===== src/serial_link_macros.svh =====
////////////////////////////////////////////////////////////////////////////
// Serial link sizing
// Lane count, payload width, credit depth and flit pacing shared by the
// package, the data link and the physical layer
////////////////////////////////////////////////////////////////////////////

`ifndef SERIAL_LINK_MACROS_SVH
`define SERIAL_LINK_MACROS_SVH

// Lanes per channel, also the flit width
`define SL_NUM_LANES 8

// One user payload
`define SL_PAYLOAD_BITS 32

// Receive buffer entries and initial send credits
`define SL_NUM_CREDITS 4
`define SL_CREDIT_BITS 3

// Flits per packet, ceil(37 / 8)
`define SL_FLITS 5

// Clock cycles between two flits on the lanes
`define SL_CYCLES_PER_FLIT 4

`endif


===== src/serial_link_pkg.sv =====
////////////////////////////////////////////////////////////////////////////
// Serial link types
// Header tags, credit counts, payloads, packets and lane-wide flits
////////////////////////////////////////////////////////////////////////////

`include "serial_link_macros.svh"

package serial_link_pkg;

  // Header tag, the two remaining codes are invalid and get dropped
  typedef enum logic [1:0] {
    TAG_DATA   = 2'b01,
    TAG_CREDIT = 2'b10
  } tag_e;

  typedef logic [`SL_CREDIT_BITS-1:0] credit_t;

  typedef logic [`SL_PAYLOAD_BITS-1:0] payload_t;

  // Payload sits in the low bits and leaves with the first flit
  typedef struct packed {
    tag_e     tag;
    credit_t  credit;
    payload_t payload;
  } packet_t;

  typedef logic [`SL_NUM_LANES-1:0] flit_t;

endpackage


===== src/serial_link_stream_fifo.sv =====
////////////////////////////////////////////////////////////////////////////
// Stream FIFO
// Valid/ready circular buffer for any payload type, with bypass when
// empty and simultaneous push and pop when full
////////////////////////////////////////////////////////////////////////////

`timescale 1ns/1ps

module serial_link_stream_fifo #(
  parameter type data_t = logic,
  parameter int  Depth  = 2
) (
  input  logic  clk_i,
  input  logic  rst_n_i,
  input  logic  push_valid_i,
  input  data_t push_data_i,
  output logic  push_ready_o,
  output logic  pop_valid_o,
  output data_t pop_data_o,
  input  logic  pop_ready_i
);

  localparam int PtrBits = (Depth > 1) ? $clog2(Depth) : 1;
  localparam int CntBits = $clog2(Depth + 1);

  data_t              mem_q [Depth];
  logic [PtrBits-1:0] wr_ptr_q;
  logic [PtrBits-1:0] rd_ptr_q;
  logic [CntBits-1:0] count_q;
  logic               empty;
  logic               full;
  logic               push;
  logic               pop;

  assign empty = (count_q == '0);
  assign full  = (count_q == CntBits'(Depth));

  // A full buffer refills the slot its head frees in the same cycle
  assign push_ready_o = !full || pop_ready_i;
  // Empty buffer forwards the incoming entry straight through
  assign pop_valid_o  = !empty || push_valid_i;
  assign pop_data_o   = empty ? push_data_i : mem_q[rd_ptr_q];

  assign push = push_valid_i && push_ready_o;
  assign pop  = pop_valid_o && pop_ready_i;

  always_ff @(posedge clk_i) begin
    if (push) begin
      mem_q[wr_ptr_q] <= push_data_i;
    end
  end

  always_ff @(posedge clk_i) begin
    if (!rst_n_i) begin
      wr_ptr_q <= '0;
      rd_ptr_q <= '0;
      count_q  <= '0;
    end else begin
      if (push) begin
        wr_ptr_q <= (wr_ptr_q == PtrBits'(Depth - 1)) ? '0 : wr_ptr_q + 1'b1;
      end
      if (pop) begin
        rd_ptr_q <= (rd_ptr_q == PtrBits'(Depth - 1)) ? '0 : rd_ptr_q + 1'b1;
      end
      if (push && !pop) begin
        count_q <= count_q + 1'b1;
      end else if (pop && !push) begin
        count_q <= count_q - 1'b1;
      end
    end
  end

  // A push taken on a full buffer would lift the fill count past the depth
  assert property (@(posedge clk_i) disable iff (!rst_n_i)
    count_q <= CntBits'(Depth))
    else $error("stream fifo: push accepted while full");

endmodule


===== src/serial_link_credit_ctrl.sv =====
////////////////////////////////////////////////////////////////////////////
// Credit control
// Tracks credits available for sending and freed receive entries still
// waiting to be returned to the far end
////////////////////////////////////////////////////////////////////////////

`timescale 1ns/1ps

`include "serial_link_macros.svh"

module serial_link_credit_ctrl import serial_link_pkg::*; (
  input  logic    clk_i,
  input  logic    rst_n_i,
  input  logic    send_take_i,
  input  logic    credit_in_valid_i,
  input  credit_t credit_in_i,
  input  logic    return_add_i,
  input  logic    return_taken_i,
  output logic    send_avail_o,
  output credit_t return_pending_o
);

  credit_t send_q;
  credit_t send_d;
  credit_t return_q;
  credit_t return_d;

  always_comb begin
    send_d = send_q;
    if (send_take_i) begin
      send_d = send_d - 1'b1;
    end
    if (credit_in_valid_i) begin
      send_d = send_d + credit_in_i;
    end
  end

  // Returns carried out this cycle are dropped, a pop in the same cycle counts anew
  always_comb begin
    return_d = return_taken_i ? '0 : return_q;
    if (return_add_i) begin
      return_d = return_d + 1'b1;
    end
  end

  always_ff @(posedge clk_i) begin
    if (!rst_n_i) begin
      send_q   <= credit_t'(`SL_NUM_CREDITS);
      return_q <= '0;
    end else begin
      send_q   <= send_d;
      return_q <= return_d;
    end
  end

  assign send_avail_o     = (send_q != '0);
  assign return_pending_o = return_q;

  // Far end never hands back more than the receive buffer holds
  assert property (@(posedge clk_i) disable iff (!rst_n_i)
    send_q <= credit_t'(`SL_NUM_CREDITS))
    else $error("credit ctrl: send credits above buffer depth");

endmodule


===== src/serial_link_data_link.sv =====
////////////////////////////////////////////////////////////////////////////
// Serial link data link layer
// Wraps payloads into tagged packets with returned credits, cuts them into
// flits, rebuilds received packets and buffers their payloads
////////////////////////////////////////////////////////////////////////////

`timescale 1ns/1ps

`include "serial_link_macros.svh"

module serial_link_data_link import serial_link_pkg::*; (
  input  logic     clk_i,
  input  logic     rst_n_i,
  input  logic     in_valid_i,
  input  payload_t in_data_i,
  output logic     in_ready_o,
  output logic     out_valid_o,
  output payload_t out_data_o,
  input  logic     out_ready_i,
  output logic     flit_tx_valid_o,
  output flit_t    flit_tx_data_o,
  input  logic     flit_tx_ready_i,
  input  logic     flit_rx_valid_i,
  input  flit_t    flit_rx_data_i
);

  localparam int FrameBits = `SL_FLITS * `SL_NUM_LANES;
  localparam int IdxBits   = $clog2(`SL_FLITS);

  logic                 send_avail;
  credit_t              return_pending;
  packet_t              hold_push_data;
  logic                 hold_push_ready;
  logic                 hold_pop_valid;
  logic                 hold_pop_ready;
  packet_t              hold_pop_data;
  logic                 load_data;
  logic                 load_credit;
  packet_t              tx_pkt;
  logic                 tx_busy_q;
  logic [IdxBits-1:0]   tx_idx_q;
  logic [FrameBits-1:0] tx_frame_q;
  logic [FrameBits-1:0] rx_frame_q;
  logic [IdxBits-1:0]   rx_idx_q;
  logic                 rx_done_q;
  packet_t              rx_pkt;
  logic                 rx_push_valid;
  logic                 rx_push_ready;
  logic                 credit_in_valid;

  ////////////////////////////////////////////////////////////////////////////
  // Transmit side

  assign hold_push_data = '{tag: TAG_DATA, credit: '0, payload: in_data_i};
  assign in_ready_o     = send_avail && hold_push_ready;
  assign hold_pop_ready = !tx_busy_q && send_avail;

  serial_link_stream_fifo #(
    .data_t (packet_t),
    .Depth  (2)
  ) i_tx_hold_fifo (
    .clk_i        (clk_i),
    .rst_n_i      (rst_n_i),
    .push_valid_i (in_valid_i && send_avail),
    .push_data_i  (hold_push_data),
    .push_ready_o (hold_push_ready),
    .pop_valid_o  (hold_pop_valid),
    .pop_data_o   (hold_pop_data),
    .pop_ready_i  (hold_pop_ready)
  );

  // Data wins, a credit-only packet goes out when nothing can be sent
  assign load_data   = hold_pop_valid && hold_pop_ready;
  assign load_credit = !tx_busy_q && !load_data && (return_pending != '0);

  always_comb begin
    tx_pkt = '0;
    if (load_data) begin
      tx_pkt = hold_pop_data;
    end else begin
      tx_pkt.tag = TAG_CREDIT;
    end
    tx_pkt.credit = return_pending;
  end

  always_ff @(posedge clk_i) begin
    if (!rst_n_i) begin
      tx_busy_q <= 1'b0;
      tx_idx_q  <= '0;
    end else if (load_data || load_credit) begin
      tx_busy_q <= 1'b1;
      tx_idx_q  <= '0;
    end else if (flit_tx_valid_o && flit_tx_ready_i) begin
      tx_idx_q <= tx_idx_q + 1'b1;
      if (tx_idx_q == IdxBits'(`SL_FLITS - 1)) begin
        tx_busy_q <= 1'b0;
      end
    end
  end

  // Frame shifts down so the current slice always sits in the low bits
  always_ff @(posedge clk_i) begin
    if (load_data || load_credit) begin
      tx_frame_q <= FrameBits'(tx_pkt);
    end else if (flit_tx_valid_o && flit_tx_ready_i) begin
      tx_frame_q <= tx_frame_q >> `SL_NUM_LANES;
    end
  end

  assign flit_tx_valid_o = tx_busy_q;
  assign flit_tx_data_o  = tx_frame_q[`SL_NUM_LANES-1:0];

  ////////////////////////////////////////////////////////////////////////////
  // Receive side

  // First flit ends up in the lowest slice after SL_FLITS shifts
  always_ff @(posedge clk_i) begin
    if (flit_rx_valid_i) begin
      rx_frame_q <= {flit_rx_data_i, rx_frame_q[FrameBits-1:`SL_NUM_LANES]};
    end
  end

  always_ff @(posedge clk_i) begin
    if (!rst_n_i) begin
      rx_idx_q  <= '0;
      rx_done_q <= 1'b0;
    end else begin
      rx_done_q <= 1'b0;
      if (flit_rx_valid_i) begin
        if (rx_idx_q == IdxBits'(`SL_FLITS - 1)) begin
          rx_idx_q  <= '0;
          rx_done_q <= 1'b1;
        end else begin
          rx_idx_q <= rx_idx_q + 1'b1;
        end
      end
    end
  end

  assign rx_pkt          = packet_t'(rx_frame_q[$bits(packet_t)-1:0]);
  assign credit_in_valid = rx_done_q && (rx_pkt.tag == TAG_DATA || rx_pkt.tag == TAG_CREDIT);
  assign rx_push_valid   = rx_done_q && (rx_pkt.tag == TAG_DATA);

  serial_link_stream_fifo #(
    .data_t (payload_t),
    .Depth  (`SL_NUM_CREDITS)
  ) i_rx_buffer (
    .clk_i        (clk_i),
    .rst_n_i      (rst_n_i),
    .push_valid_i (rx_push_valid),
    .push_data_i  (rx_pkt.payload),
    .push_ready_o (rx_push_ready),
    .pop_valid_o  (out_valid_o),
    .pop_data_o   (out_data_o),
    .pop_ready_i  (out_ready_i)
  );

  serial_link_credit_ctrl i_credit_ctrl (
    .clk_i             (clk_i),
    .rst_n_i           (rst_n_i),
    .send_take_i       (load_data),
    .credit_in_valid_i (credit_in_valid),
    .credit_in_i       (rx_pkt.credit),
    .return_add_i      (out_valid_o && out_ready_i),
    .return_taken_i    (load_data || load_credit),
    .send_avail_o      (send_avail),
    .return_pending_o  (return_pending)
  );

  // The far end's credits must keep it from overrunning the buffer
  assert property (@(posedge clk_i) disable iff (!rst_n_i)
    rx_push_valid |-> rx_push_ready)
    else $error("data link: payload received while receive buffer full");

endmodule


===== src/serial_link_physical.sv =====
////////////////////////////////////////////////////////////////////////////
// Serial link physical layer
// Paces outgoing flits onto the lanes with a one-cycle strobe and
// registers strobed flits coming in from the far end
////////////////////////////////////////////////////////////////////////////

`timescale 1ns/1ps

`include "serial_link_macros.svh"

module serial_link_physical import serial_link_pkg::*; (
  input  logic  clk_i,
  input  logic  rst_n_i,
  input  logic  flit_tx_valid_i,
  input  flit_t flit_tx_data_i,
  output logic  flit_tx_ready_o,
  output flit_t tx_data_o,
  output logic  tx_valid_o,
  input  flit_t rx_data_i,
  input  logic  rx_valid_i,
  output logic  flit_rx_valid_o,
  output flit_t flit_rx_data_o
);

  localparam int CntBits = $clog2(`SL_CYCLES_PER_FLIT + 1);

  logic [CntBits-1:0] pace_cnt_q;
  logic               tx_accept;

  // Idle once the previous flit has had its full slot on the lanes
  assign flit_tx_ready_o = (pace_cnt_q == '0);
  assign tx_accept       = flit_tx_valid_i && flit_tx_ready_o;

  always_ff @(posedge clk_i) begin
    if (!rst_n_i) begin
      pace_cnt_q <= '0;
      tx_valid_o <= 1'b0;
    end else begin
      tx_valid_o <= tx_accept;
      if (tx_accept) begin
        pace_cnt_q <= CntBits'(`SL_CYCLES_PER_FLIT - 1);
      end else if (pace_cnt_q != '0) begin
        pace_cnt_q <= pace_cnt_q - 1'b1;
      end
    end
  end

  // Lanes hold the flit for the whole slot
  always_ff @(posedge clk_i) begin
    if (tx_accept) begin
      tx_data_o <= flit_tx_data_i;
    end
  end

  ////////////////////////////////////////////////////////////////////////////
  // Receiver, no back-pressure on the lanes

  always_ff @(posedge clk_i) begin
    if (!rst_n_i) begin
      flit_rx_valid_o <= 1'b0;
    end else begin
      flit_rx_valid_o <= rx_valid_i;
    end
  end

  always_ff @(posedge clk_i) begin
    if (rx_valid_i) begin
      flit_rx_data_o <= rx_data_i;
    end
  end

  // While the pacer runs the data link keeps its flit waiting unchanged
  assert property (@(posedge clk_i) disable iff (!rst_n_i)
    (flit_tx_valid_i && !flit_tx_ready_o) |=> (flit_tx_valid_i && $stable(flit_tx_data_i)))
    else $error("physical: flit changed while waiting for the pacer");

endmodule


===== src/serial_link_top.sv =====
////////////////////////////////////////////////////////////////////////////
// Serial link top level
// Single-channel link from a payload stream to paced lanes and back
////////////////////////////////////////////////////////////////////////////

`timescale 1ns/1ps

module serial_link_top import serial_link_pkg::*; (
  input  logic     clk_i,
  input  logic     rst_n_i,
  input  logic     in_valid_i,
  input  payload_t in_data_i,
  output logic     in_ready_o,
  output logic     out_valid_o,
  output payload_t out_data_o,
  input  logic     out_ready_i,
  output flit_t    tx_data_o,
  output logic     tx_valid_o,
  input  flit_t    rx_data_i,
  input  logic     rx_valid_i
);

  logic  flit_tx_valid;
  flit_t flit_tx_data;
  logic  flit_tx_ready;
  logic  flit_rx_valid;
  flit_t flit_rx_data;

  serial_link_data_link i_data_link (
    .clk_i           (clk_i),
    .rst_n_i         (rst_n_i),
    .in_valid_i      (in_valid_i),
    .in_data_i       (in_data_i),
    .in_ready_o      (in_ready_o),
    .out_valid_o     (out_valid_o),
    .out_data_o      (out_data_o),
    .out_ready_i     (out_ready_i),
    .flit_tx_valid_o (flit_tx_valid),
    .flit_tx_data_o  (flit_tx_data),
    .flit_tx_ready_i (flit_tx_ready),
    .flit_rx_valid_i (flit_rx_valid),
    .flit_rx_data_i  (flit_rx_data)
  );

  serial_link_physical i_physical (
    .clk_i           (clk_i),
    .rst_n_i         (rst_n_i),
    .flit_tx_valid_i (flit_tx_valid),
    .flit_tx_data_i  (flit_tx_data),
    .flit_tx_ready_o (flit_tx_ready),
    .tx_data_o       (tx_data_o),
    .tx_valid_o      (tx_valid_o),
    .rx_data_i       (rx_data_i),
    .rx_valid_i      (rx_valid_i),
    .flit_rx_valid_o (flit_rx_valid),
    .flit_rx_data_o  (flit_rx_data)
  );

endmodule


===== config.mk =====
export PLATFORM = sky130hd
export DESIGN_NAME = serial_link_top
export DESIGN_NICKNAME = d
export VERILOG_FILES = /design/src/serial_link_pkg.sv /design/src/serial_link_stream_fifo.sv /design/src/serial_link_credit_ctrl.sv /design/src/serial_link_data_link.sv /design/src/serial_link_physical.sv /design/src/serial_link_top.sv
export VERILOG_INCLUDE_DIRS = /design/src /design/src/src
export SDC_FILE = /design/constraint.sdc
export NUM_CORES = 1
export LEC_CHECK = 0
export ABC_AREA = 1
export BUFFER_PORTS_ARGS = -buffer_cell sky130_fd_sc_hd__buf_4
export CAP_MARGIN = 20
export CORE_ASPECT_RATIO = 1.1
export CORE_MARGIN = 2
export CORE_UTILIZATION = 45
export CTS_CLUSTER_SIZE = 25
export DETAILED_ROUTE_END_ITERATION = 8
export GPL_ROUTABILITY_DRIVEN = 0
export PLACE_DENSITY = 0.65
export SLEW_MARGIN = 20
export SYNTH_ARGS = -nofsm -noshare
export SYNTH_HDL_FRONTEND = slang
export SYNTH_SLANG_ARGS = --single-unit

===== constraint.sdc =====
create_clock -name clk_i -period 6.5 [get_ports clk_i]
set_input_delay 0.325 -clock clk_i [delete_from_list [all_inputs] [get_ports clk_i]]
set_output_delay 0.325 -clock clk_i [all_outputs]
set_load 0.01 [all_outputs]

==> results.cfg, run 1 <==
[die]
ios = 88
initial_core_util = 0.455
die_width_um = 163
core_area_um2 = 27600
rows = 64
die_h_um = 179
die_area_um2 = 29300

[yosys]
ys.flop_type = edfxtp_1
yosys.area.top_type_share = 0.681
synth_cells = 1031
async_reset_ff_frac = 0
syn-num-nets = 1096
netlist_top_cells_area = edfxtp_1, nor2_1, dfxtp_1
ys_warn_count = 0
syn_avg_cell_area_um2 = 12.2
synth-seq-area-share = 0.734
synth_area_um2 = 12600
synth-seq-cells = 318
synth_top_area_cell = edfxtp_1
synth-edff-count = 285
ys_types = 30

[critical_path]
crit_slowest_cell = inv_2
endpoint_kind = output port
cp_top_family = buffers and inverters
crit_buf_inv = 3
crit_fanout = 65
crit_type = reg2out
crit_path_frequent_cell = buf_4
max_stage_delay_ns = 0.61
worstPathCellList = buf_4 -> inv_2 -> o21ai_0 -> a31oi_1 -> buf_4
worstPathRequired_ns = 6.17
cp.arrival_ns = 2.83
rrSetupSlack_ns = 3.94
start_kind = register

[cts]
cts_resized = 0
path_clk_slew_ns = 0.06
numCtsBuffers = 30
postCtsSetupBuffers = 0
cts-hold-fix-buffers = 40
clock-sinks = 318
clockRootBuffer = clkbuf_16
htreeDepth = 1
cts_tree = done
clockBufferDepth = 3
clkLatencyLatePin_ns = 0.55

[grt]
track_usage = 0.167
gr-total-overflow = 0
grt_pass1_vias = 7584
grt_max_degree = 66
antenna_found_initial = 0
grt_pass1_wl_um = 38900

[drt]
wl_per_cell_um = 15.9
firstDrtPassIters = 5
first_iter_violations = 554
vias = 7773
wirelength_um = 24500
ant_nets = 0
avgViaCountPerCell = 5.04
drc = 0

[placed_design]
dp_hpwl_um = 13700
port_buffers = 87

[sta]
min_period_ns = 3.16
worst_slew_pin_slew_ns = 1.06
finalSetupViolCount = 0
clock.fmax_ghz = 0.317
finalCritPeriodShare = 0.486
rsz0062_at_grt = false
slew-limit-headroom = 0.292
hold_viol = 0
finClkSkew_ns = 0.0169
finalSetupTns_ns = 0
drv_slew = 0

[layout]
diodes = 0
layout-drive-gt1-share = 0.138
final_core_util = 0.539
area.sequential_um2 = 9230
multiInputGateArea_um2 = 2880
fillers = 2327
nets = 1219
area_growth_pct = 18.6

[power]
p_total_mw = 6.29
p_per_area_nw_per_um2 = 422
ir_drop_mv = 0.213
p_leak_nw = 5.49

[outcome]
status = finished clean

[hold_path]
hp-class = in2reg

[flow_run]
drv_cap = 0
[power breakdown]
group | switching (mW) | total, mW | internal (mW)
clock | 0.722 | 1.69 | 0.965
combinational | 1.21 | 1.85 | 0.640
sequential | 0.124 | 2.75 | 2.63
total | 2.06 | 6.29 | 4.23
[flip-flops by register name (all words and copies together), names as in the netlist, 2 cells and up, named ones only]
register and flops:
i_data_link.i_rx_buffer.mem_q 128, i_data_link.i_tx_hold_fifo.mem_q 64, i_data_link.rx_frame_q 40, i_data_link.tx_frame_q 37
i_physical.flit_rx_data_o 8, i_physical.tx_data_o 8, i_data_link.i_credit_ctrl.return_pending_o 3, i_data_link.i_credit_ctrl.send_q 3
i_data_link.i_rx_buffer.count_q 3, i_data_link.rx_idx_q 3, i_data_link.tx_idx_q 3, i_physical.pace_cnt_q 3
i_data_link.i_rx_buffer.rd_ptr_q 2, i_data_link.i_rx_buffer.wr_ptr_q 2, i_data_link.i_tx_hold_fifo.count_q 2
[placed cells by master, fill, tap and decap left out]
master,count
fa_1,2
inv_1,60
nand4_1,1
nor3_1,1
edfxtp_1,285
bufinv_16,3
nand3_1,13
a21oi_2,1
buf_4,100
nor2_2,6
nor2_4,2
dlygate4sd3_1,40
ha_1,18
clkbuf_16,30
clkinv_1,8
o21ai_0,100
nand2_1,136
or2_2,2
and2_1,1
nand3b_1,1
dfxtp_2,2
clkinv_2,8
dfxtp_1,30
clkbuf_1,6
xnor2_1,2
a221oi_1,1
a21oi_1,77
o21ai_1,10
nand2_2,2
a31oi_1,34
o21bai_2,1
nor2_1,187
clkinv_8,1
clkinvlp_4,1
inv_2,2
dfxtp_4,1
o211a_1,3
[per-layer routing]
metal | vias to the layer above | wire length, um | GRT usage
li1 | 3843 | - | -
met1 | 3723 | 11100 | 0.232
met2 | 172 | 11800 | 0.280
met3 | 35 | 1150 | 0.0224
met4 | 0 | 419 | 0.0424
met5 | - | 0 | 0
[synthesized netlist by cell type (3+ instances only)]
| library cell | count |
|---|---|
| o21ai_0 | 100 |
| o211a_1 | 3 |
| buf_1 | 8 |
| o21ai_1 | 10 |
| nand3_1 | 13 |
| dfxtp_1 | 33 |
| buf_6 | 5 |
| a31oi_1 | 34 |
| ha_1 | 18 |
| nor2_1 | 193 |
| a21oi_1 | 77 |
| clkbuf_1 | 20 |
| buf_2 | 16 |
| inv_1 | 60 |
| nand2_1 | 136 |
| edfxtp_1 | 285 |
[tightest hold or removal path, stage by stage]
cell,delay [ns]
buf_4,0.14
nand2_1,0.06
inv_1,0.04
[stage by stage]
step                cell area, um^2  hold slack (ns)  cells  worst slack (ns)
finish                        14900           0.0482   1541              3.34
global route                  14900           0.0430   1541              3.11
CTS                           14900           0.0308   1541              3.28
detailed placement            13500            0.405   1445              3.84
global placement              13500            0.402   1445              3.86
floorplan                     12600            0.400   1031              3.88
[area by class of cell]
type	instances	share of cell area
Clock buffer	36	0.0519
Clock inverter	20	0.0120
Inverter	63	0.0160
Multi-Input combinational cell	601	0.193
Sequential cell	318	0.619
Tap cell	363	0.0305
Timing Repair Buffer	140	0.0773
[kinds of logic (layout without fill, tap and decap cells)]
| family | count (synthesis) | count (layout) | share of synthesized area |
|---|---|---|---|
| flops | 318 | 318 | 0.734 |
| compound gates | 227 | 227 | 0.0961 |
| fa+ha+maj | 20 | 20 | 0.0211 |
| buf+inv | 112 | 259 | 0.0381 |
| xor+xnor | 2 | 2 | 0.00139 |
| simple gates | 352 | 352 | 0.109 |
[path summary, 6_finish.rpt]
path | start | endpoint | cells past startpoint
min | rx_valid_i | i_physical.flit_rx_valid_o | 3
min reg2reg | i_data_link.rx_frame_q[38] | i_data_link.rx_frame_q[30] | 0
max | register | out_data_o[28] | 5
max reg2reg | i_data_link.i_credit_ctrl.send_q[0] | i_data_link.tx_frame_q[20] | 8
Note: power is estimated with default switching activity, not from simulation.
==> run 2: changes to the inputs <==
==> constraint.sdc (replaced) <==
create_clock -name clk_i -period 3.3 [get_ports clk_i]
set_input_delay 0.165 -clock clk_i [delete_from_list [all_inputs] [get_ports clk_i]]
set_output_delay 0.165 -clock clk_i [all_outputs]
set_load 0.01 [all_outputs]
==> run 2 against run 1 <==
Net effect:
- first-iteration DRC count fell by 14%
- critical path depth increased by 3
- hold slack improved by 0.017 ns
- routed wire length fell by 0.26%
- power is 100% higher
- count of clock-buffer cells in the layout grew 6
- critical endpoint is now out_data_o[13]
- largest power group unchanged
==> results.cfg, run 2 (synthesis results as in run 1) <==
[grt]
grt_pass1_vias = 7506
grt_max_degree = 60
gr-total-overflow = 0
grt_pass1_wl_um = 38500
track_usage = 0.166
antenna_found_initial = 0

[layout]
most-common-layout-cells = edfxtp_1, nor2_1, nand2_1
area_growth_pct = 19.8
fin_area_um2 = 15000
layout-drive-gt1-share = 0.142
final_common_cell = edfxtp_1
largest_reg_flops = 128
fin_cells = 1556
top_regs = i_data_link.i_rx_buffer.mem_q (128), i_data_link.i_tx_hold_fifo.mem_q (64), i_data_link.rx_frame_q (40)
final_core_util = 0.545
largest_register = i_data_link.i_rx_buffer.mem_q
fillers = 2273
nets = 1233
diodes = 0

[critical_path]
crit_fanout = 36
r2r-end = i_data_link.i_credit_ctrl.send_q[2]
cp.arrival_ns = 2.51
path_depth = 8
crit_slowest_cell = inv_2
rrSetupSlack_ns = 0.85
endpoint = out_data_o[13]
worstPathRequired_ns = 3.13
crit_start = i_data_link.i_rx_buffer.count_q[1]
max_stage_delay_ns = 0.49
cp_top_family = buffers and inverters
crit_buf_inv = 4
endpoint_kind = output port
crit_type = reg2out
rr_worst_depth = 15
r2r_start = i_data_link.i_credit_ctrl.send_q[0]
start_kind = register
worstPathCellList = inv_1 -> nand2_1 -> nor2_1 -> inv_2 -> buf_4 -> nor2_1 -> a31oi_1 -> buf_4

[cts]
clockRootBuffer = clkbuf_16
cts_tree = done
clkLatencyLatePin_ns = 0.57
clock-sinks = 318
path_clk_slew_ns = 0.06
numCtsBuffers = 31
clockBufferDepth = 3
htreeDepth = 1
postCtsSetupBuffers = 0

[power]
p_total_mw = 12.6
switching_share = 0.327
p_leak_nw = 5.57
cellInternalPower_mw = 8.48
p_clk_frac = 0.272
p_switching_mw = 4.12
ir_drop_mv = 0.477
power_frac_comb = 0.302
p_per_area_nw_per_um2 = 837
seqPwrFrac = 0.426

[sta]
rsz0062_at_grt = false
hold_ws_ns = 0.0655
worst_slew_pin_slew_ns = 0.789
slew-limit-headroom = 0.473
finalSetupViolCount = 0
finalSetupTns_ns = 0
finClkSkew_ns = 0.0196
hold_viol = 0
fin_ws_ns = 0.621
finalCritPeriodShare = 0.812
clock.fmax_ghz = 0.373
drv_slew = 0
min_period_ns = 2.68

[die]
ios = 88
rows = 64
die_area_um2 = 29300
die_width_um = 163
die_h_um = 179
initial_core_util = 0.455
core_area_um2 = 27600

[drt]
firstDrtPassIters = 5
avgViaCountPerCell = 5.03
vias = 7831
wirelength_um = 24500
wl_per_cell_um = 15.7
first_iter_violations = 477
ant_nets = 0
drc = 0

[placed_design]
port_buffers = 87
post-place-ws_ns = 0.848
placed_area_um2 = 13600
placed_cells = 1455
dp_hpwl_um = 14000

[outcome]
status = finished clean

[hold_path]
hp-class = in2reg

[flow_run]
drv_cap = 0
==> run 2: final cells by class <==
type / instances / area (um^2) / share of cell area
repair buffers: 153 / 1260 / 0.0840
clock inverters: 16 / 175 / 0.0116
clock buffers: 42 / 817 / 0.0543
well taps: 363 / 454 / 0.0302
flip-flops and latches: 318 / 9220 / 0.613
inverters: 63 / 236 / 0.0157
multi-input cells: 601 / 2880 / 0.191
==> run 2: metal layers <==
| metal | GRT usage | wire [um] | up-vias |
|---|---|---|---|
| li1 | - | - | 3878 |
| met1 | 0.228 | 10900 | 3720 |
| met2 | 0.274 | 11800 | 188 |
| met3 | 0.0243 | 1240 | 45 |
| met4 | 0.0549 | 594 | 0 |
| met5 | 0 | 0 | - |
==> run 2: worst min-delay path, delay by kind of cell <==
kind                   cells  cell delay, ns
buffers and inverters      1            0.11
AOI/OAI and AO/OA          1            0.09
and+or+nand+nor            1            0.20
==> run 2: worst min path at each step <==
stage | from | endpoint | slack, ns | depth (start not counted)
finish | in_valid_i | i_data_link.i_tx_hold_fifo.wr_ptr_q | 0.07 | 3
global route | in_valid_i | i_data_link.i_tx_hold_fifo.wr_ptr_q | 0.09 | 3
CTS | in_valid_i | i_data_link.i_tx_hold_fifo.wr_ptr_q | 0.05 | 3
detailed placement | rx_data_i[5] | i_physical.flit_rx_data_o[5] | 0.34 | 1
global placement | rx_data_i[6] | i_physical.flit_rx_data_o[6] | 0.34 | 1
floorplan | rx_valid_i | i_physical.flit_rx_valid_o | 0.26 | 2
==> run 2: repair_timing <==
item                                   in CTS  in global routing
resized for setup                           0                  0
hold buffers                               43                  0
setup endpoints to repair                   0                  0
endpoints found under the hold margin     121                  0
==> run 2: power by group through the flow <==
stage / logic [mW] / registers (mW) / clock network, mW
CTS: 3.85 / 5.37 / 3.50
floorplan: 2.50 / 5.42 / 0
global route: 4.28 / 5.42 / 3.66
detailed placement: 3.80 / 5.46 / 0
global placement: 3.70 / 5.44 / 0
finish: 3.81 / 5.37 / 3.43
